File: src/verilog/mul_pkg.sv
package mul_pkg;

    // operand and product widths
    localparam int operand_width = 32;
    localparam int product_width = 64;

    // tag field widths
    localparam int phys_addr_width = 8;
    localparam int pc_width = 32;

    // one partial-product row per multiplier bit
    localparam int pp_rows = operand_width;

    // start to done, in cycles
    // pp stage, four compressor layers, final adder
    localparam int mul_latency = 6;

    // unsigned source operand
    typedef logic [operand_width-1:0] operand_t;

    // full product, also one partial-sum row
    typedef logic [product_width-1:0] product_t;

    // destination physical register
    typedef logic [phys_addr_width-1:0] phys_addr_t;

    // pc of the issuing instruction
    typedef logic [pc_width-1:0] pc_t;

endpackage

File: src/verilog/mul_rows_if.sv
interface mul_rows_if
    import mul_pkg::*;
#(
    parameter int rows = 2
) ();

    // live operation in this stage, one cycle per op
    logic valid;

    // result tag travels with the rows
    phys_addr_t phys_addr;
    pc_t pc;

    // partial-sum rows, all product wide
    product_t row [rows];

    // producing stage
    modport src (
        output valid,
        output phys_addr,
        output pc,
        output row
    );

    // consuming stage, samples every edge
    modport dst (
        input valid,
        input phys_addr,
        input pc,
        input row
    );

endinterface

File: src/verilog/pp_gen_stage.sv
module pp_gen_stage
    import mul_pkg::*;
(
    input logic clk,
    input logic rst,
    input logic start,
    input operand_t a,
    input operand_t b,
    input phys_addr_t phys_addr_in,
    input pc_t pc_in,
    mul_rows_if.src out
);

    logic valid_q;
    operand_t a_q;
    operand_t b_q;
    phys_addr_t phys_addr_q;
    pc_t pc_q;

    // multiplicand widened to row width
    product_t a_ext;

    // one cycle valid per accepted start
    always_ff @(posedge clk or posedge rst) begin
        if (rst) begin
            valid_q <= 1'b0;
        end else begin
            valid_q <= start;
        end
    end

    // operands only load on start, hold otherwise
    always_ff @(posedge clk or posedge rst) begin
        if (rst) begin
            a_q <= '0;
            b_q <= '0;
        end else if (start) begin
            a_q <= a;
            b_q <= b;
        end
    end

    // tag captured alongside the operands
    always_ff @(posedge clk or posedge rst) begin
        if (rst) begin
            phys_addr_q <= '0;
            pc_q <= '0;
        end else if (start) begin
            phys_addr_q <= phys_addr_in;
            pc_q <= pc_in;
        end
    end

    assign a_ext = {{(product_width - operand_width){1'b0}}, a_q};

    assign out.valid = valid_q;
    assign out.phys_addr = phys_addr_q;
    assign out.pc = pc_q;

    // row i is a shifted by i, gated by bit i of b
    for (genvar i = 0; i < pp_rows; i++) begin : g_pp_row
        assign out.row[i] = b_q[i] ? (a_ext << i) : '0;
    end

endmodule

File: src/verilog/csa_reduce_stage.sv
module csa_reduce_stage
    import mul_pkg::*;
#(
    parameter int in_rows = 32
) (
    input logic clk,
    input logic rst,
    mul_rows_if.dst in,
    mul_rows_if.src out
);

    localparam int out_rows = in_rows / 2;

    // each 4:2 compressor takes four rows, gives two
    localparam int groups = in_rows / 4;

    // compressed rows before the stage register
    product_t nxt_row [out_rows];

    // 3:2 sum bit, per column
    function automatic product_t csa_sum(
        input product_t x,
        input product_t y,
        input product_t z
    );
        return x ^ y ^ z;
    endfunction

    // 3:2 carry, already moved up one column
    function automatic product_t csa_carry(
        input product_t x,
        input product_t y,
        input product_t z
    );
        return ((x & y) | (y & z) | (x & z)) << 1;
    endfunction

    // two cascaded 3:2 layers per group of four
    // bits shifted past bit 63 drop out, result is mod 2^64
    always_comb begin
        product_t s1;
        product_t c1;
        for (int g = 0; g < groups; g++) begin
            s1 = csa_sum(in.row[4*g], in.row[4*g+1], in.row[4*g+2]);
            c1 = csa_carry(in.row[4*g], in.row[4*g+1], in.row[4*g+2]);
            nxt_row[2*g] = csa_sum(s1, c1, in.row[4*g+3]);
            nxt_row[2*g+1] = csa_carry(s1, c1, in.row[4*g+3]);
        end
    end

    // valid strobe moves one stage per cycle
    always_ff @(posedge clk or posedge rst) begin
        if (rst) begin
            out.valid <= 1'b0;
        end else begin
            out.valid <= in.valid;
        end
    end

    // tag follows the rows of the same op
    always_ff @(posedge clk or posedge rst) begin
        if (rst) begin
            out.phys_addr <= '0;
            out.pc <= '0;
        end else begin
            out.phys_addr <= in.phys_addr;
            out.pc <= in.pc;
        end
    end

    // sum and carry rows registered every cycle
    always_ff @(posedge clk or posedge rst) begin
        if (rst) begin
            for (int k = 0; k < out_rows; k++) begin
                out.row[k] <= '0;
            end
        end else begin
            for (int k = 0; k < out_rows; k++) begin
                out.row[k] <= nxt_row[k];
            end
        end
    end

endmodule

File: src/verilog/final_add_stage.sv
module final_add_stage
    import mul_pkg::*;
(
    input logic clk,
    input logic rst,
    mul_rows_if.dst in,
    output product_t product,
    output logic done,
    output phys_addr_t phys_addr_out,
    output pc_t pc_out
);

    // carry-propagate sum of the last two rows
    product_t cpa_sum;

    assign cpa_sum = in.row[0] + in.row[1];

    // done pulses once per op, never sticky
    always_ff @(posedge clk or posedge rst) begin
        if (rst) begin
            done <= 1'b0;
        end else begin
            done <= in.valid;
        end
    end

    always_ff @(posedge clk or posedge rst) begin
        if (rst) begin
            product <= '0;
        end else begin
            product <= cpa_sum;
        end
    end

    // tag registered with the product so both match in the done cycle
    always_ff @(posedge clk or posedge rst) begin
        if (rst) begin
            phys_addr_out <= '0;
            pc_out <= '0;
        end else begin
            phys_addr_out <= in.phys_addr;
            pc_out <= in.pc;
        end
    end

endmodule

File: src/verilog/pipelined_multiplier.sv
module pipelined_multiplier
    import mul_pkg::*;
(
    input logic clk,
    input logic rst,
    input logic start,
    input operand_t a,
    input operand_t b,
    input phys_addr_t phys_addr_in,
    input pc_t pc_in,
    output product_t product,
    output logic done,
    output phys_addr_t phys_addr_out,
    output pc_t pc_out
);

    // row count halves at each compressor layer
    mul_rows_if #(.rows(pp_rows)) pp_if ();
    mul_rows_if #(.rows(pp_rows / 2)) l1_if ();
    mul_rows_if #(.rows(pp_rows / 4)) l2_if ();
    mul_rows_if #(.rows(pp_rows / 8)) l3_if ();
    mul_rows_if #(.rows(pp_rows / 16)) l4_if ();

    pp_gen_stage u_pp_gen_stage (
        .clk(clk),
        .rst(rst),
        .start(start),
        .a(a),
        .b(b),
        .phys_addr_in(phys_addr_in),
        .pc_in(pc_in),
        .out(pp_if.src)
    );

    // 32 -> 16
    csa_reduce_stage #(.in_rows(pp_rows)) u_csa_l1 (
        .clk(clk),
        .rst(rst),
        .in(pp_if.dst),
        .out(l1_if.src)
    );

    // 16 -> 8
    csa_reduce_stage #(.in_rows(pp_rows / 2)) u_csa_l2 (
        .clk(clk),
        .rst(rst),
        .in(l1_if.dst),
        .out(l2_if.src)
    );

    // 8 -> 4
    csa_reduce_stage #(.in_rows(pp_rows / 4)) u_csa_l3 (
        .clk(clk),
        .rst(rst),
        .in(l2_if.dst),
        .out(l3_if.src)
    );

    // 4 -> 2
    csa_reduce_stage #(.in_rows(pp_rows / 8)) u_csa_l4 (
        .clk(clk),
        .rst(rst),
        .in(l3_if.dst),
        .out(l4_if.src)
    );

    final_add_stage u_final_add_stage (
        .clk(clk),
        .rst(rst),
        .in(l4_if.dst),
        .product(product),
        .done(done),
        .phys_addr_out(phys_addr_out),
        .pc_out(pc_out)
    );

endmodule

File: config.mk
export PLATFORM = sky130hd
export DESIGN_NAME = pipelined_multiplier
export DESIGN_NICKNAME = d
export VERILOG_FILES = /design/src/verilog/mul_pkg.sv /design/src/verilog/mul_rows_if.sv /design/src/verilog/pp_gen_stage.sv /design/src/verilog/csa_reduce_stage.sv /design/src/verilog/final_add_stage.sv /design/src/verilog/pipelined_multiplier.sv
export SDC_FILE = /design/constraint.sdc
export NUM_CORES = 2
export LEC_CHECK = 0
export BUFFER_PORTS_ARGS = -buffer_cell sky130_fd_sc_hd__buf_4
export CAP_MARGIN = 20
export CORE_MARGIN = 5
export CORE_UTILIZATION = 63
export CTS_CLUSTER_SIZE = 25
export DETAILED_ROUTE_END_ITERATION = 10
export HOLD_SLACK_MARGIN = 0.06
export PLACE_DENSITY_LB_ADDON = 0.1
export SETUP_SLACK_MARGIN = 0.1
export SYNTH_ARGS = -nofsm -noshare
export SYNTH_HDL_FRONTEND = slang
export SYNTH_SLANG_ARGS = --single-unit
File: constraint.sdc
create_clock -name clk -period 64 [get_ports clk]
set_input_delay 3.2 -clock clk [delete_from_list [all_inputs] [get_ports clk]]
set_output_delay 3.2 -clock clk [all_outputs]
set_load 0.05 [all_outputs]
# Yosys cells after proc, flatten, opt, wreduce, memory -nomap -nowiden
# Cells that the tools add are included.
[word_totals]
regBits = 2279
input_bits = 107
out_inout_bits = 105
wordCells = 294
[classes]
add_sub_neg = 1
muxes = 32
n_bitwise = 210
[op_table]
columns = ["op", "count"]
rows = [
  ["63-bit bitwise AND", 52],
  ["63-bit bitwise OR", 52],
  ["64-bit bitwise XOR", 36],
  ["63-bit by 35-bit bitwise AND with 63-bit output", 2],
  ["63-bit by 39-bit bitwise AND with 63-bit output", 2],
  ["63-bit by 43-bit bitwise AND with 63-bit output", 2],
  ["63-bit by 47-bit bitwise AND with 63-bit output", 2],
  ["63-bit by 51-bit bitwise AND with 63-bit output", 2],
  ["63-bit by 55-bit bitwise AND with 63-bit output", 2],
  ["63-bit by 59-bit bitwise AND with 63-bit output", 2],
  ["64-bit adder", 1],
  ["64-bit by 35-bit bitwise XOR with 64-bit output", 1],
  ["64-bit by 39-bit bitwise XOR with 64-bit output", 1],
  ["64-bit by 43-bit bitwise XOR with 64-bit output", 1],
  ["64-bit by 47-bit bitwise XOR with 64-bit output", 1],
  ["64-bit by 51-bit bitwise XOR with 64-bit output", 1],
  ["64-bit by 55-bit bitwise XOR with 64-bit output", 1],
  ["64-bit by 59-bit bitwise XOR with 64-bit output", 1],
  ["64-bit by 63-bit bitwise XOR with 64-bit output", 1],
  ["63-bit two-way mux", 1],
  ["63-bit by 34-bit bitwise OR with 63-bit output", 1],
  ["63-bit by 38-bit bitwise OR with 63-bit output", 1],
  ["63-bit by 42-bit bitwise OR with 63-bit output", 1],
  ["63-bit by 46-bit bitwise OR with 63-bit output", 1],
  ["75 further kinds", 75],
]

# Depth between registers and ports, before layout
[logic_depth]
ltp_word = 7
ltp_mapped = 11
depth_no_buf = 11

# Modules after synthesis
# From an unflattened synthesis, not the netlist that was laid out.
[unflattened]
hier_cells = 7121
area_unflattened_um2 = 115494.5
[modules_own_cells]
columns = ["mod", "instances", "cells_per_inst", "area_per_inst_um2", "seq_area_each_um2"]
rows = [
  ["csa_reduce_stage at u_csa_l1", 1, 2099, 46957.5, 26450.4],
  ["csa_reduce_stage at u_csa_l2", 1, 1071, 23995.5, 13738.2],
  ["pp_gen_stage", 1, 2463, 18959.4, 2627.5],
  ["csa_reduce_stage at u_csa_l3", 1, 557, 12514.5, 7382.1],
  ["csa_reduce_stage at u_csa_l4", 1, 300, 6774.0, 4204.0],
  ["final_add_stage", 1, 631, 6293.5, 2627.5],
]

# Worst setup path after synthesis
# OpenSTA, ideal clock, no wires.
[synth_path]
path_type = "input port to flip-flop"
from = "in start"
to = "reg u_pp_gen_stage.a_q[0]"
setup_ns = 0.125
t_arrival_ns = 4.369
required_ns = 63.875
setup_slack_ns = 59.506
path_stages = 4
n_path_buf = 3
path_cell_list = "clkbuf_1 clkbuf_1 clkbuf_1 mux2_2"
[synth_rtl]
columns = ["element", "line", "text"]
rows = [
  ["start, declared", "pipelined_multiplier.sv:6", "input logic start,"],
  ["end signal, assigned", "pp_gen_stage.sv:35", "a_q <= '0;"],
  ["end signal, assigned", "pp_gen_stage.sv:38", "a_q <= a;"],
  ["end, declared", "pp_gen_stage.sv:15", "operand_t a_q;"],
]
# No word-level cell between the ends.

==> results by group <==
STA
  – Final setup viols: 0
  – Relative slew margins: approximately a fifth
  – Fin crit period: around 6.5 ns
  – RSZ-0062 raised after global routing: false
  – Final Skew: about 0.026 ns
  – Fmax: 153.7 MHz
  – Final TNS setup: 0 ns
  – Slew Limit Fails: 0
  – Slew at the pin closest to its max-slew limit: 1.180 ns
  – Final hold vios: 0
  – Worst hold slack: roughly 0.34 ns
  – Crit share post-route: 10.17%

Cells and area
  – Share of cells above drive strength 1: 13.79%
  – Synth-to-Final Area Change: 12.61%
  – Final nets: ~5.8k
  – Post-Layout Inst Area: just under 80000 um2
  – ANT cells: 0
  – Fin util: between 70% and 80%

Critical path
  – Critical R2R Capture: u_final_add_stage.product[56]
  – Critical Path Start Type: input port
  – Reg2reg start: u_csa_l4.out.row[9]
  – Critical path peak fanout: about 140
  – R2R Setup Slk: ~60 ns
  – CP arrival: slightly above 7 ns
  – Worst Setup End Kind: asynchronous set/reset pin
  – Worst EP required: ~65 ns
  – Reg2Reg Depth: 10
  – Crit Path Class: input port to asynchronous set/reset pin

Yosys
  – Area contributors post-synth: dfrtp_1, fa_1, and2_1
  – Top post-synthesis cells by count: dfrtp_1, and2_1, fa_1, clkbuf_1, ha_1
  – Syn_nets: around 5.6k
  – Share of flip-flops with an asynchronous set or reset: 100.0%
  – #FFs+latches synth: roughly 1.5k
  – Ys Warns: 0
  – Most frequent cell after synthesis: dfrtp_1
  – Post-synth EDFFs: 0
  – Largest area contributor in the netlist: dfrtp_1
  – Share of the synthesized area in the top cell type: a little over half
  – Post-Syn Area: a little under 70000 um2
  – Syn Area/Cell: around 16 um2
  – Top FF cell, synth: dfrtp_1
  – Sequential fraction of the synthesis area: around 54%
  – Synth Instances: 4404
  – Count of cell types in the netlist: 55

Min path
  – WHS Endpoint: u_csa_l3.out.phys_addr[7]
  – Hold Startpoint: u_csa_l2.out.phys_addr[7]
  – Min-Delay Path Class: flip-flop to flip-flop
  – Hold path depth: 0

Clock network
  – CTS sink count: 1503
  – Cts hold-fix bufs: 0
  – PostCTS Resize Cnt: 0
  – Clk root buf: clkbuf_16
  – CTS tree: built
  – Setup Buffers After CTS: 0
  – Worst-Skew Late Latency: ~0.76 ns
  – H-tree levels: 4
  – CTS Buf Count: ~160
  – Clock-pin slew on the worst setup and hold paths: approximately 0.06 ns
  – Longest Clk Path Bufs: 3

Power and ir drop
  – VDD IR max: roughly 0.028 mV
  – Sequential power share: between 30% and 40%
  – Sw Pwr: between 1 and 1.5 mW
  – Static leakage: roughly 37 nW
  – Sw Ratio: approximately 36%
  – Comb power frac: 36.9%
  – Pint: approximately 2.4 mW
  – Pwr dens: 48.80 nW/um2
  – Clk pwr share: between 20% and 30%

GRT
  – Gr ovfl total: 0
  – Largest net degree at the start of global routing: 178
  – Number of global-route vias before repair: 39.43k
  – Gr usage total: a little over a quarter
  – Initial antenna violation count: 18
  – First-pass GRT wire length: approximately 230000 um

Routing
  – DRT Wirelength: 141800 um
  – Routed vias: ~34k
  – 1st-iter DRT viols: approximately 2.5k
  – # DRC: 0
  – WL per Instance: about 23 um
  – Final ANT Viol Nets: 0
  – Vias per Instance: between 5 and 6
  – Initial DRT Pass Iterations: 5

Placed design
  – Port Buf Inserts: about 210
  – Placer Congestion: ~0.90
  – Dpl cell area: 72260 um2
  – DP Wirelength: about 98000 um

Die
  – Initial Utilization: 63.41%
  – Die ar.: about 120000 um2
  – FP Rows: ~120
  – Core ar.: roughly 110000 um2
  – Die Ht: between 300 and 400 um
  – Top Ports: about 210
  – Chip Width: around 340 um

Job
  – Max-cap violations: 0

Status
  – Status: finished, final reports clean
power by group through the flow:
stage,Sequential (mW),Combinational (mW),Clock [mW]
2_1_floorplan,1.53,0.755,0
3_3_place_gp,1.48,1.33,0
3_5_place_dp,1.49,1.38,0
4_1_cts,1.47,1.40,0.946
5_1_grt,1.50,1.58,0.989
6_report,1.47,1.40,0.925
critical path, cell delays in order:
cell    delay, ns
buf_4        0.13
inv_8        0.60
buf_4        0.74
buf_4        0.83
buf_4        0.37
buf_16       0.33
buf_4        0.81
state kept, by name, indices dropped and copies added, names as in the netlist, 32 cells and up:
signal                     flops
u_csa_l1.out.pc               32
u_csa_l1.out.row             536
u_csa_l2.out.pc               32
u_csa_l2.out.row             296
u_csa_l3.out.pc               32
u_csa_l3.out.row             178
u_csa_l4.out.pc               32
u_csa_l4.out.row             119
u_final_add_stage.pc_out      32
u_final_add_stage.product     64
u_pp_gen_stage.a_q            32
u_pp_gen_stage.b_q            32
u_pp_gen_stage.out.pc         32
routing by layer:
layer	vias to the layer above	wire, um	share of wire [%]	track usage, %
li1	14180	-	-	-
met1	18770	63830	45	41.10
met2	982	64250	45	38.18
met3	187	11190	7.9	6.658
met4	0	2531	1.8	5.836
met5	-	0	0	0
area by class of cell:
type / instances / area [um2]
Multi-Input combinational cell: 2593 / 30250
Clock inverter: 61 / 864.6
Inverter: 81 / 311.5
Sequential cell: 1503 / 37610
Fill cell: 6932 / 31120
Timing Repair Buffer: 293 / 2469
Tap cell: 1414 / 1769
Clock buffer: 220 / 4457
logic make-up after synthesis:
family,count (synthesis),share of synthesized area (%)
compound gates,180,1.675
xor+xnor,54,0.6852
fa+ha+maj,1083,29.47
buf+inv,308,1.691
flops,1503,54.49
mux,104,1.697
simple gates,1172,10.29
stage by stage:
stage / std cells / worst slack, ns / power (mW)
floorplan: 4404 / 18.40 / 2.281
global placement: 5872 / 56.31 / 2.801
detailed placement: 5878 / 56.23 / 2.870
CTS: 6159 / 57.04 / 3.822
global route: 6165 / 56.73 / 4.073
finish: 6165 / 57.49 / 3.793
placed cells by master, fill, tap and decap left out, drive strengths merged, types with 3 or more instances in the layout:
master	netlist	final
dfrtp	1503	1503
and2	1027	1027
fa	905	905
buf	13	293
clkbuf	214	220
ha	178	178
mux2	104	104
inv	81	87
a21oi	65	65
nand2	52	52
xnor2	39	39
nor2	38	38
o21ai	34	34
clkinv	0	34
a21o	20	20
nand4	17	17
bufinv	0	17
xor2	15	15
o21bai	13	13
nand3	10	10
a31oi	8	8
nand2b	5	5
or3	5	5
nor2b	5	5
o31ai	5	5
a211oi	5	5
a221oi	4	4
o221ai	4	4
clkinvlp	0	4
a21boi	4	4
o31a	3	3
nor3	3	3
nor4	3	3
or2	3	3
worst max-delay path by stage:
stage,from,end
after floorplan,rst,u_csa_l1.out.pc[0]
after global placement,rst,u_csa_l1.out.row[960]
after detailed placement,rst,u_csa_l1.out.row[960]
after CTS,rst,u_csa_l1.out.row[712]
after global routing,rst,u_csa_l1.out.row[786]
final,rst,u_csa_l3.out.row[196]
(Power assumes the default switching activity.)
